**src/include/errsig_defs.svh**
```systemverilog
`ifndef ERRSIG_DEFS_SVH
`define ERRSIG_DEFS_SVH

// ##########################################################################
// Widths shared by the signal path and the result bus
// ##########################################################################

`define ERRSIG_ADC_W   14   // Raw ADC sample
`define ERRSIG_DATA_W  32   // Sums, errors, bus data

// Result buffer holds 2**ERRSIG_BUF_AW words
`define ERRSIG_BUF_AW  4
`define ERRSIG_AVG_W   3    // Select for 1..64 samples

`endif

```
**src/hw/errsig_types_pkg.sv**
```systemverilog
`default_nettype none
`include "errsig_defs.svh"

package errsig_types_pkg;

    typedef logic signed [`ERRSIG_ADC_W-1:0]  adc_sample_t;
    typedef logic signed [`ERRSIG_DATA_W-1:0] err_word_t;   // Offset, averages, error
    typedef logic [`ERRSIG_AVG_W-1:0]         avg_sel_t;    // log2 of sample count
    typedef logic [31:0]                      cycle_cnt_t;

    // One pass through the FSM covers one modulation period
    typedef enum logic [2:0] {
        WAIT_HIGH,
        SETTLE_HIGH,
        ACQ_HIGH,
        WAIT_LOW,
        SETTLE_LOW,
        ACQ_LOW,
        FORM_ERR,
        REPORT
    } sampler_state_t;

endpackage

`default_nettype wire

```
**src/hw/wb_bus_pkg.sv**
```systemverilog
`default_nettype none
`include "errsig_defs.svh"

package wb_bus_pkg;

    typedef logic [`ERRSIG_BUF_AW-1:0] wb_adr_t;   // Word address
    typedef logic [`ERRSIG_DATA_W-1:0] wb_dat_t;

    typedef enum logic [1:0] {
        GRANT_NONE,
        GRANT_WRITER,   // Internal result writer, higher priority
        GRANT_HOST
    } wb_grant_t;

endpackage

`default_nettype wire

```
**src/hw/err_buffer_ram.sv**
```systemverilog
`timescale 1ns/100ps
`default_nettype none
`include "errsig_defs.svh"

module err_buffer_ram
    import wb_bus_pkg::*;
(
    input  wire           i_clk,
    input  wire           i_rst_n,
    input  wire           i_wb_cyc,
    input  wire           i_wb_stb,
    input  wire           i_wb_we,
    input  wire wb_adr_t  i_wb_adr,
    input  wire wb_dat_t  i_wb_dat,
    output wb_dat_t       o_wb_dat,
    output logic          o_wb_ack
);

    localparam int DEPTH = 1 << `ERRSIG_BUF_AW;

    wb_dat_t mem [DEPTH];
    logic    req;

    // New request only while ack is not already out
    assign req = i_wb_cyc && i_wb_stb && !o_wb_ack;

    always_ff @(posedge i_clk or negedge i_rst_n) begin
        if (!i_rst_n)
            o_wb_ack <= 1'b0;
        else
            o_wb_ack <= req;
    end

    // Write lands at the end of the ack cycle
    always_ff @(posedge i_clk or negedge i_rst_n) begin
        if (!i_rst_n) begin
            for (int i = 0; i < DEPTH; i++)
                mem[i] <= '0;
        end else if (o_wb_ack && i_wb_cyc && i_wb_we) begin
            mem[i_wb_adr] <= i_wb_dat;
        end
    end

    always_ff @(posedge i_clk) begin
        if (req)
            o_wb_dat <= mem[i_wb_adr];   // Valid together with ack
    end

endmodule

`default_nettype wire

```
**src/hw/err_result_writer.sv**
```systemverilog
`timescale 1ns/100ps
`default_nettype none

module err_result_writer
    import errsig_types_pkg::*;
    import wb_bus_pkg::*;
(
    input  wire             i_clk,
    input  wire             i_rst_n,
    input  wire             i_err_valid,
    input  wire err_word_t  i_err_gated,
    input  wire             i_wb_ack,
    output logic            o_wb_cyc,
    output logic            o_wb_stb,
    output logic            o_wb_we,
    output wb_adr_t         o_wb_adr,
    output wb_dat_t         o_wb_dat,
    output wb_adr_t         o_wr_ptr,
    output logic            o_overrun
);

    logic     pend_valid;
    wb_dat_t  pend_dat;
    logic     start_bus;
    wb_dat_t  start_dat;

    // A new cycle only begins from idle, pending word first
    assign start_bus = !o_wb_cyc && (pend_valid || i_err_valid);
    assign start_dat = pend_valid ? pend_dat : wb_dat_t'(i_err_gated);

    assign o_wb_we = 1'b1;   // Write-only master

    always_ff @(posedge i_clk or negedge i_rst_n) begin
        if (!i_rst_n) begin
            o_wb_cyc   <= 1'b0;
            o_wb_stb   <= 1'b0;
            o_wr_ptr   <= '0;
            pend_valid <= 1'b0;
            o_overrun  <= 1'b0;
        end else if (o_wb_cyc) begin
            if (i_wb_ack) begin
                o_wb_cyc <= 1'b0;
                o_wb_stb <= 1'b0;
                o_wr_ptr <= o_wr_ptr + 1'b1;   // Wraps at 16
            end
            if (i_err_valid) begin
                pend_valid <= 1'b1;
                if (pend_valid)
                    o_overrun <= 1'b1;         // Older result lost
            end
        end else if (start_bus) begin
            o_wb_cyc <= 1'b1;
            o_wb_stb <= 1'b1;
            if (pend_valid)
                pend_valid <= i_err_valid;
        end
    end

    always_ff @(posedge i_clk) begin
        if (start_bus) begin
            o_wb_adr <= o_wr_ptr;
            o_wb_dat <= start_dat;
        end
        if (i_err_valid && (o_wb_cyc || pend_valid))
            pend_dat <= wb_dat_t'(i_err_gated);
    end

endmodule

`default_nettype wire

```
**src/hw/errsig_top.sv**
```systemverilog
`timescale 1ns/100ps
`default_nettype none

module errsig_top
    import errsig_types_pkg::*;
    import wb_bus_pkg::*;
(
    input  wire               i_clk,
    input  wire               i_rst_n,
    input  wire               i_status,
    input  wire               i_polarity,
    input  wire cycle_cnt_t   i_wait_cnt,
    input  wire err_word_t    i_offset_high,
    input  wire adc_sample_t  i_adc_data,
    input  wire avg_sel_t     i_avg_sel,
    input  wire err_word_t    i_err_th,
    input  wire               i_wbh_cyc,      // Host port
    input  wire               i_wbh_stb,
    input  wire               i_wbh_we,
    input  wire wb_adr_t      i_wbh_adr,
    input  wire wb_dat_t      i_wbh_dat,
    output wb_dat_t           o_wbh_dat,
    output logic              o_wbh_ack,
    output err_word_t         o_err_signal,
    output logic              o_err_valid,
    output wb_adr_t           o_wr_ptr,
    output logic              o_overrun
);

    err_word_t err_gated;

    logic      wr_cyc, wr_stb, wr_we, wr_ack;
    wb_adr_t   wr_adr;
    wb_dat_t   wr_dat;

    logic      s_cyc, s_stb, s_we, s_ack;
    wb_adr_t   s_adr;
    wb_dat_t   s_dat_w, s_dat_r;

    modulation_sampler u_sampler (
        .i_clk(i_clk), .i_rst_n(i_rst_n), .i_status(i_status), .i_polarity(i_polarity),
        .i_wait_cnt(i_wait_cnt), .i_offset_high(i_offset_high), .i_adc_data(i_adc_data),
        .i_avg_sel(i_avg_sel), .i_err_th(i_err_th), .o_err_signal(o_err_signal),
        .o_err_gated(err_gated), .o_err_valid(o_err_valid)
    );

    err_result_writer u_writer (
        .i_clk(i_clk), .i_rst_n(i_rst_n), .i_err_valid(o_err_valid),
        .i_err_gated(err_gated), .i_wb_ack(wr_ack), .o_wb_cyc(wr_cyc), .o_wb_stb(wr_stb),
        .o_wb_we(wr_we), .o_wb_adr(wr_adr), .o_wb_dat(wr_dat), .o_wr_ptr(o_wr_ptr),
        .o_overrun(o_overrun)
    );

    // Writer on m0 wins ties
    wb_arbiter u_arbiter (
        .i_clk(i_clk), .i_rst_n(i_rst_n),
        .i_m0_cyc(wr_cyc), .i_m0_stb(wr_stb), .i_m0_we(wr_we), .i_m0_adr(wr_adr),
        .i_m0_dat(wr_dat),
        .i_m1_cyc(i_wbh_cyc), .i_m1_stb(i_wbh_stb), .i_m1_we(i_wbh_we),
        .i_m1_adr(i_wbh_adr), .i_m1_dat(i_wbh_dat),
        .i_s_ack(s_ack), .i_s_dat(s_dat_r), .o_m0_ack(wr_ack), .o_m1_ack(o_wbh_ack),
        .o_m1_dat(o_wbh_dat), .o_s_cyc(s_cyc), .o_s_stb(s_stb), .o_s_we(s_we),
        .o_s_adr(s_adr), .o_s_dat(s_dat_w)
    );

    err_buffer_ram u_ram (
        .i_clk(i_clk), .i_rst_n(i_rst_n), .i_wb_cyc(s_cyc), .i_wb_stb(s_stb),
        .i_wb_we(s_we), .i_wb_adr(s_adr), .i_wb_dat(s_dat_w), .o_wb_dat(s_dat_r),
        .o_wb_ack(s_ack)
    );

endmodule

`default_nettype wire

```
**src/hw/modulation_sampler.sv**
```systemverilog
`timescale 1ns/100ps
`default_nettype none
`include "errsig_defs.svh"

module modulation_sampler
    import errsig_types_pkg::*;
(
    input  wire               i_clk,
    input  wire               i_rst_n,
    input  wire               i_status,      // Modulation level
    input  wire               i_polarity,
    input  wire cycle_cnt_t   i_wait_cnt,
    input  wire err_word_t    i_offset_high,
    input  wire adc_sample_t  i_adc_data,
    input  wire avg_sel_t     i_avg_sel,
    input  wire err_word_t    i_err_th,
    output err_word_t         o_err_signal,
    output err_word_t         o_err_gated,
    output logic              o_err_valid
);

    sampler_state_t state_q;
    sampler_state_t state_d;

    cycle_cnt_t     settle_cnt;
    logic [6:0]     acq_cnt;         // Up to 64 samples
    logic [6:0]     n_samples;
    avg_sel_t       shift;

    err_word_t      adc_ext;
    err_word_t      sum;
    err_word_t      avg_high;
    err_word_t      avg_low;
    err_word_t      err_th_neg;

    // Select 7 falls back to 64 samples
    assign shift     = (i_avg_sel > avg_sel_t'(6)) ? avg_sel_t'(6) : i_avg_sel;
    assign n_samples = 7'd1 << shift;

    assign adc_ext = {{(`ERRSIG_DATA_W-`ERRSIG_ADC_W){i_adc_data[`ERRSIG_ADC_W-1]}},
                      i_adc_data};

    // ######################################################################
    // Period FSM
    // ######################################################################

    always_comb begin
        state_d = state_q;
        case (state_q)
            WAIT_HIGH:   if (i_status) state_d = SETTLE_HIGH;
            SETTLE_HIGH: if (settle_cnt == '0) state_d = ACQ_HIGH;
            ACQ_HIGH:    if (acq_cnt == '0) state_d = WAIT_LOW;
            WAIT_LOW:    if (!i_status) state_d = SETTLE_LOW;
            SETTLE_LOW:  if (settle_cnt == '0) state_d = ACQ_LOW;
            ACQ_LOW:     if (acq_cnt == '0) state_d = FORM_ERR;
            FORM_ERR:    state_d = REPORT;
            REPORT:      state_d = WAIT_HIGH;
            default:     state_d = WAIT_HIGH;
        endcase
    end

    always_ff @(posedge i_clk or negedge i_rst_n) begin
        if (!i_rst_n) begin
            state_q    <= WAIT_HIGH;
            settle_cnt <= '0;
            acq_cnt    <= '0;
        end else begin
            state_q <= state_d;
            case (state_q)
                WAIT_HIGH, WAIT_LOW: begin
                    settle_cnt <= i_wait_cnt;   // Config sampled per half
                    acq_cnt    <= n_samples;
                end
                SETTLE_HIGH, SETTLE_LOW: begin
                    if (settle_cnt != '0)
                        settle_cnt <= settle_cnt - 1'b1;
                end
                ACQ_HIGH, ACQ_LOW: begin
                    if (acq_cnt != '0)
                        acq_cnt <= acq_cnt - 1'b1;
                end
                default: ;
            endcase
        end
    end

    // ######################################################################
    // Accumulate, average, form error
    // ######################################################################

    // One accumulator serves both halves
    always_ff @(posedge i_clk) begin
        case (state_q)
            WAIT_HIGH, WAIT_LOW: sum <= '0;
            ACQ_HIGH: begin
                if (acq_cnt != '0)
                    sum <= sum + adc_ext;
                else
                    avg_high <= (sum >>> shift) + i_offset_high;
            end
            ACQ_LOW: begin
                if (acq_cnt != '0)
                    sum <= sum + adc_ext;
                else
                    avg_low <= sum >>> shift;
            end
            FORM_ERR: begin
                if (!i_polarity)
                    o_err_signal <= avg_high - avg_low;
                else
                    o_err_signal <= avg_low - avg_high;
            end
            default: ;
        endcase
    end

    assign err_th_neg = -i_err_th;

    // Dead band around zero
    assign o_err_gated = ((o_err_signal > i_err_th) || (o_err_signal < err_th_neg)) ?
                         o_err_signal : '0;

    assign o_err_valid = (state_q == REPORT);

endmodule

`default_nettype wire

```
**src/hw/wb_arbiter.sv**
```systemverilog
`timescale 1ns/100ps
`default_nettype none

module wb_arbiter
    import wb_bus_pkg::*;
(
    input  wire           i_clk,
    input  wire           i_rst_n,
    input  wire           i_m0_cyc,    // Writer
    input  wire           i_m0_stb,
    input  wire           i_m0_we,
    input  wire wb_adr_t  i_m0_adr,
    input  wire wb_dat_t  i_m0_dat,
    input  wire           i_m1_cyc,    // Host
    input  wire           i_m1_stb,
    input  wire           i_m1_we,
    input  wire wb_adr_t  i_m1_adr,
    input  wire wb_dat_t  i_m1_dat,
    input  wire           i_s_ack,
    input  wire wb_dat_t  i_s_dat,
    output logic          o_m0_ack,
    output logic          o_m1_ack,
    output wb_dat_t       o_m1_dat,
    output logic          o_s_cyc,
    output logic          o_s_stb,
    output logic          o_s_we,
    output wb_adr_t       o_s_adr,
    output wb_dat_t       o_s_dat
);

    wb_grant_t grant_q;
    wb_grant_t grant_d;

    // Re-arbitrate only once the owner has let go of cyc
    always_comb begin
        grant_d = grant_q;
        case (grant_q)
            GRANT_WRITER: if (!i_m0_cyc) grant_d = i_m1_cyc ? GRANT_HOST : GRANT_NONE;
            GRANT_HOST:   if (!i_m1_cyc) grant_d = i_m0_cyc ? GRANT_WRITER : GRANT_NONE;
            default: begin
                if (i_m0_cyc)
                    grant_d = GRANT_WRITER;
                else if (i_m1_cyc)
                    grant_d = GRANT_HOST;
                else
                    grant_d = GRANT_NONE;
            end
        endcase
    end

    always_ff @(posedge i_clk or negedge i_rst_n) begin
        if (!i_rst_n)
            grant_q <= GRANT_NONE;
        else
            grant_q <= grant_d;
    end

    always_comb begin
        o_s_cyc = 1'b0;
        o_s_stb = 1'b0;
        o_s_we  = 1'b0;
        o_s_adr = '0;
        o_s_dat = '0;
        case (grant_q)
            GRANT_WRITER: begin
                o_s_cyc = i_m0_cyc;
                o_s_stb = i_m0_stb;
                o_s_we  = i_m0_we;
                o_s_adr = i_m0_adr;
                o_s_dat = i_m0_dat;
            end
            GRANT_HOST: begin
                o_s_cyc = i_m1_cyc;
                o_s_stb = i_m1_stb;
                o_s_we  = i_m1_we;
                o_s_adr = i_m1_adr;
                o_s_dat = i_m1_dat;
            end
            default: ;
        endcase
    end

    assign o_m0_ack = i_s_ack && (grant_q == GRANT_WRITER);
    assign o_m1_ack = i_s_ack && (grant_q == GRANT_HOST);
    assign o_m1_dat = i_s_dat;

endmodule

`default_nettype wire

```
**config.mk**
```make
export PLATFORM = sky130hd
export DESIGN_NAME = errsig_top
export DESIGN_NICKNAME = d
export VERILOG_FILES = /design/src/hw/errsig_types_pkg.sv /design/src/hw/wb_bus_pkg.sv /design/src/hw/err_buffer_ram.sv /design/src/hw/err_result_writer.sv /design/src/hw/errsig_top.sv /design/src/hw/modulation_sampler.sv /design/src/hw/wb_arbiter.sv
export VERILOG_INCLUDE_DIRS = /design/src /design/src/include
export SDC_FILE = /design/constraint.sdc
export NUM_CORES = 2
export LEC_CHECK = 0
export ABC_AREA = 1
export BUFFER_PORTS_ARGS = -buffer_cell sky130_fd_sc_hd__clkbuf_2
export CORE_UTILIZATION = 45
export CTS_CLUSTER_SIZE = 10
export DETAILED_ROUTE_END_ITERATION = 6
export PLACE_DENSITY = 0.7
export SYNTH_ARGS = -nofsm -noshare
export SYNTH_HDL_FRONTEND = slang
export SYNTH_SLANG_ARGS = --single-unit
```
**constraint.sdc**
```tcl
create_clock -name i_clk -period 7.24 [get_ports i_clk]
set_input_delay 0.724 -clock i_clk [delete_from_list [all_inputs] [get_ports i_clk]]
set_output_delay 0.724 -clock i_clk [all_outputs]
set_load 0.05 [all_outputs]
```
# Word-level counts from Yosys, hierarchy flattened

Cells that the tools add are included.

Register bits after elaboration: 793
Input port bits: 156
Output and inout bits: 71
Word-level logic and storage cells: 151

Add/sub/neg operators: 8
Magnitude comparators: 5
Eq/ne operators: 21
Shifts and indexed selects: 2
Mux-type cells: 44
Bitwise logic cells: 2
Reductions and logical operators: 35

Operator list:

| kind                    | count |
|---|---|
| $bwmux W512             | 1 |
| $mux W32                | 8 |
| $pmux W32 S2            | 3 |
| $bmux W32 S4            | 1 |
| $demux W32 S4           | 1 |
| $sub A32 B32 Y32        | 2 |
| $add A32 B14 Y32        | 1 |
| $add A32 B32 Y32        | 1 |
| $gt A32 B32 Y1          | 1 |
| $logic_not A32 Y1       | 1 |
| $lt A32 B32 Y1          | 1 |
| $neg A32 Y32            | 1 |
| $reduce_bool A32 Y1     | 1 |
| $sshr A32 B3 Y32        | 1 |
| $sub A32 B1 Y32 const B | 1 |
| $pmux W3 S8             | 1 |
| $mux W3                 | 7 |
| $ne A2 B1 Y1 const B    | 8 |
| $reduce_and A2 Y1       | 8 |
| $pmux W7 S2             | 1 |
| $eq A3 B3 Y1 const B    | 4 |
| $mux W1                 | 11 |
| $logic_and A1 B1 Y1     | 9 |
| $mux W2                 | 4 |
| 26 further kinds        | 39 |

# Longest topological paths before layout

Depth after elaboration: 8
Mapped depth: 24
Depth with buffers taken out: 23

# Modules after synthesis

From an unflattened synthesis, not the netlist that was laid out.

Cell total of the unflattened synthesis: 6333
Area total of the unflattened synthesis: 46953.8 sq um

Modules (own cells, without submodules):

| module             | instances | cells each | area each (sq um) |
|---|---|---|---|
| err_buffer_ram     | 1         | 3300       | 24953.9 |
| modulation_sampler | 1         | 2630       | 18108.6 |
| err_result_writer  | 1         | 216        | 2851.5 |
| wb_arbiter         | 1         | 187        | 1039.7 |

# Worst setup path before layout

No wires, ideal clock.

Path kind: register to register
Start: reg u_arbiter.grant_q[1]
End: reg u_ram.o_wb_ack
Library setup time: 647 ps
Arrival: 6057 ps
Required time: 6593 ps
Setup slack: 536 ps
Cell stages (with the launch flop): 7
Clock period less this slack: 6704 ps
Cells stage by stage: dfrtp_1 -> inv_1 -> ha_1 -> inv_1 -> o21ai_0 -> inv_1 -> a2111oi_0

Word-level cells in the longest chain between the ends: 4
Elaborated cells on any way between the ends: 6

Ends and longest elaborated chain:

| element                                      | line                 | text |
|---|---|---|
| from (decl)                                  | wb_arbiter.sv:31     | `wb_grant_t grant_q;` |
| from (signal assigned)                       | wb_arbiter.sv:55     | `grant_q <= grant_d;` |
| $eq A2 B2 Y1 or $eq A2 B1 Y1 (tied branches) | wb_arbiter.sv:64     | `case (grant_q)` |
| $pmux W1 S2                                  | wb_arbiter.sv:64     |  |
| $logic_and A1 B1 Y1 * (2 in a row)           | err_buffer_ram.sv:25 | `assign req = i_wb_cyc && i_wb_stb && !o_wb_ack;` |
| named net u_ram.req                          | err_buffer_ram.sv:22 | `logic req;` |
| to (signal assigned)                         | err_buffer_ram.sv:31 | `o_wb_ack <= req;` |
| to (decl)                                    | err_buffer_ram.sv:16 | `output logic o_wb_ack` |

Mark *: on every way through the listed nets, which the timed path passes. The rest lies on a longest branch.
A chain may end at the register's enable or synchronous reset.

# Worst setup path in the final report

Start: in i_avg_sel[1]
End: reg u_sampler.avg_high[18], data pin

Word-level cells in the longest chain between the ends: 4

Ends and longest elaborated chain:

| element              | line                     | text |
|---|---|---|
| from (decl)          | errsig_top.sv:15         | `input wire avg_sel_t i_avg_sel,` |
| $gt A3 B3 Y1         | modulation_sampler.sv:37 | `assign shift = (i_avg_sel > avg_sel_t'(6)) ? avg_sel_t'(6) : i_avg_sel;` |
| $mux W3 *            | modulation_sampler.sv:37 |  |
| $sshr A32 B3 Y32 *   | modulation_sampler.sv:99 | `avg_high <= (sum >>> shift) + i_offset_high;` |
| $add A32 B32 Y32 *   | modulation_sampler.sv:99 |  |
| to (signal assigned) | modulation_sampler.sv:99 |  |
| to (decl)            | modulation_sampler.sv:32 | `err_word_t avg_high;` |

Every way passes the cells marked *; elsewhere a longest branch is shown, timed or not.

==> flow_metrics.tcl <==
set metrics [dict create \
    outcome "finished clean" \
    crit_path_frequent_cell "nand2_1" \
    syn_area_sq_mm 0.0438 \
    ys_seq_area_share_pct 47.9 \
    hpwl_microns 91300 \
    crit_fanout 39 \
    first_pass_iters 5 \
    core_sq_mm 0.0966 \
    critical_path_cell_count 22 \
    clk_latency_ps 660 \
    synth_top_area_cell "dfrtp_1" \
    drt_wl_total_microns 132000 \
    synth_area_leaders "dfrtp_1 (32%), edfxtp_1 (16%), nand2_1 (11%)" \
    cts_sinks 793 \
    reg2regPathDepth 11 \
    cp_cell_sequence "clkbuf_2, nand2_1, nand2_1, buf_4, inv_1, nand2_1, nand2_1, inv_1, nand2_1, o21ai_0, o22ai_1, ha_1, inv_1, fa_1, o21ai_0, a21oi_1, o21bai_1, a21oi_1, o21bai_1, nand2_1, inv_1, nor2_1" \
    grt-ovfl-total 0 \
    fp-row-count 114 \
    fin_setup_tns_ps 0 \
    cts_root_buffer "clkbuf_16" \
    slowest_stage "o22ai_1" \
    clk_path_buf_depth 3 \
    layout_setup_ws_ps 2400 \
    required_ps 7640 \
    hold_viol_final 0 \
    timing.final.crit_share_pct 66.9 \
    initialDrtViolationCount 3201 \
    leakage_nw 22.5 \
    total_power_mw 11.7 \
    finalClockSkew_ps 38.3 \
    cts_tree "yes" \
    start_util_pct 45.3 \
    post-place-ws_ps 1830 \
    grt_max_degree 183 \
    grt_pass1_wl_microns 204000 \
    post_cts_resized 0 \
    avgSynthCellArea_sq_um 8.39 \
    cp_top_family "compound AO/OA/AOI/OAI gates" \
    viasPerCell 5.60 \
    grt_pass1_vias 36000 \
    synth_top_cell_area_share_pct 32.3 \
    relSlewSlack_pct 12.2 \
    setup_viol 0 \
    hold_path_class "input port to asynchronous set/reset pin" \
    synth_fp_nets 5574 \
    routedWlPerCell_microns 19.8 \
    report.final.slew_viol_count 0 \
    ys_warn_count 0 \
    die_x_microns 314 \
    netlist_instances 5220 \
    power.density_mw_per_mm2 239 \
    worstPathBufferInverterCount 6 \
    die-area_sq_mm 0.0985 \
    htree_levels 3 \
    critical_path_class "input port to register" \
    io_buffers 226 \
    worstSetupStartpointType "input port" \
    fp.dieH_microns 314 \
    design_area_sq_mm 0.0489 \
    ys_ff_latch 793 \
    clk_pin_slew_ps 50 \
    fmax_mhz 206 \
    cts_buffers 93 \
    postRouteAntennaNets 0 \
    num_vias 37400 \
    arrival_ps 5250 \
    place_congestion 0.975 \
    post_cts_buffers 0 \
    worst_pin_slew_ps 1320 \
    drcViolationCount 0 \
    holdBufCountCts 0 \
    rsz0062_at_grt "no" \
    end_kind "register" \
    critPathMaxStageDelay_ps 580 \
    peakVddDrop_v 0.000224 \
    synth_edf_count 228 \
    synthArstFlopShare_pct 71.2 \
    synthDistinctLibCells 48 \
    max_cap_viol_count 0 \
    antenna_found_initial 24 \
    track_usage_pct 26.6 \
    synthFlopType "dfrtp_1" \
    postPlaceCellArea_sq_mm 0.0462 \
    syn_to_final_growth_pct 11.8 \
    final_util_pct 50.7 \
    num-nets-final 5705 \
    timing.final.crit_period_ps 4840 \
    final_layout_size_suffix_gt1_share_pct 8.56 \
    ioPinCount 227 \
]
-- synthesized netlist by cell type, types with 53 or more instances --
master	count
nor2_1	522
nand3_1	153
o21ai_0	362
nand2_1	1273
clkbuf_1	169
ha_1	194
inv_1	396
nand4_1	53
buf_2	78
o21a_1	174
a22oi_1	288
xor2_1	90
edfxtp_1	228
a21oi_1	410
dfrtp_1	565
-- cells in the final DEF (no fill, tap or decap), drive strengths merged, types with 2 or more instances in the layout --
cell type  synthesis  routed
and3               4       4
o22ai              5       5
o21bai            17      17
nor3b              3       3
clkbuf           169     356
edfxtp           228     228
a21o              15      15
a31oi             17      17
nand4             53      53
bufinv             0       3
o221ai             9       9
dfrtp            565     565
nand3            153     153
a21oi            410     410
o31ai              4       4
fa                 4       4
mux2i             21      21
clkinv             3      10
nand2           1275    1275
o211ai            13      13
diode              0       6
o21a             174     174
buf               93      73
ha               194     194
a211oi             2       2
a22oi            291     291
o21ai            383     383
a21boi             3       3
nor4              10      10
nor3              37      37
xor2              90      90
or2                6       6
nor2             537     537
inv              404     406
nand3b             5       5
xnor2             19      19
-- routing by layer --
| metal | up-vias | wire (microns) | track usage (%) | share of wire, % |
|---|---|---|---|---|
| met5 | - | 211 | 0 | 0.16 |
| met4 | 34 | 4570 | 9.26 | 3.4 |
| met3 | 267 | 10700 | 6.89 | 8.1 |
| met2 | 1263 | 62600 | 43.9 | 47 |
| met1 | 17900 | 54300 | 33.6 | 41 |
| li1 | 17900 | - | - | - |
-- worst register-to-register path: cells and delay by family, from the launching register on --
| kind | cells | cell delay (ps) |
|---|---|---|
| AO/OA/AOI/OAI | 1 | 130 |
| AND/OR/NAND/NOR | 6 | 2900 |
| adder cells (fa/ha/maj) | 1 | 420 |
| flip-flops | 1 | 360 |
| buffers and inverters | 3 | 660 |
-- area by class of cell --
type                    count  area [sq um]
diodes                      6          15.0
clock buffers             131          2530
clock inverters            12           213
fillers                  9150         47600
inverters                 407          1530
multi-input cells        3758         20300
flip-flops and latches    793         21000
well taps                1276          1600
repair buffers            298          1730
-- state kept, by name, indices dropped and copies added, names as in the netlist --
register / cells
u_writer.o_wr_ptr: 4
u_sampler.state_q: 3
u_sampler.acq_cnt: 7
u_sampler.settle_cnt: 32
u_sampler.avg_high: 32
u_arbiter.grant_q: 2
u_writer.o_wb_cyc: 1
u_sampler.o_err_signal: 32
u_writer.pend_valid: 1
u_sampler.sum: 32
u_ram.o_wb_ack: 1
u_ram.mem: 512
u_ram.o_wb_dat: 32
u_writer.o_overrun: 1
u_writer.o_wb_stb: 1
u_sampler.avg_low: 32
u_writer.pend_dat: 32
u_writer.o_wb_adr: 4
u_writer.o_wb_dat: 32
-- cell families after synthesis --
group                      after synthesis  share of synthesized area (%)
AOI/OAI and AO/OA                     1346                           18.6
xor gates and xnor gates               109                           2.18
adders and majority gates              198                           5.73
buffers and inverters                  669                           5.96
DFF                                    793                           47.9
muxes                                   22                          0.506
and+or+nand+nor                       2083                           19.1
-- final timing paths --
check / from / end / slack (ps)
setup / recovery: i_avg_sel[1] / u_sampler.avg_high[18] / 2400
min in group i_clk: i_wait_cnt[4] / u_sampler.settle_cnt[4] / 300
hold reg to reg: u_ram.mem[390] / u_ram.mem[390] / 490
hold / removal: i_rst_n / u_ram.mem[455] / 170
setup reg to reg: u_arbiter.grant_q[0] / u_ram.mem[286] / 2600
max in group asynchronous: i_rst_n / u_ram.mem[470] / 5560
-- where the power goes --
part | switching (mW) | total (mW) | internal [mW]
combinational | 1.64 | 2.39 | 0.748
clock | 1.85 | 4.37 | 2.52
sequential | 0.133 | 4.96 | 4.83
total | 3.62 | 11.7 | 8.10
-- stage by stage --
step,hold WS (ps),cells
final,171,6681
after global routing,226,6679
after CTS,182,6675
after detailed placement,473,6532
after global placement,467,6532
after floorplan,428,5220
No activity file was read; power rests on OpenSTA's default activity.
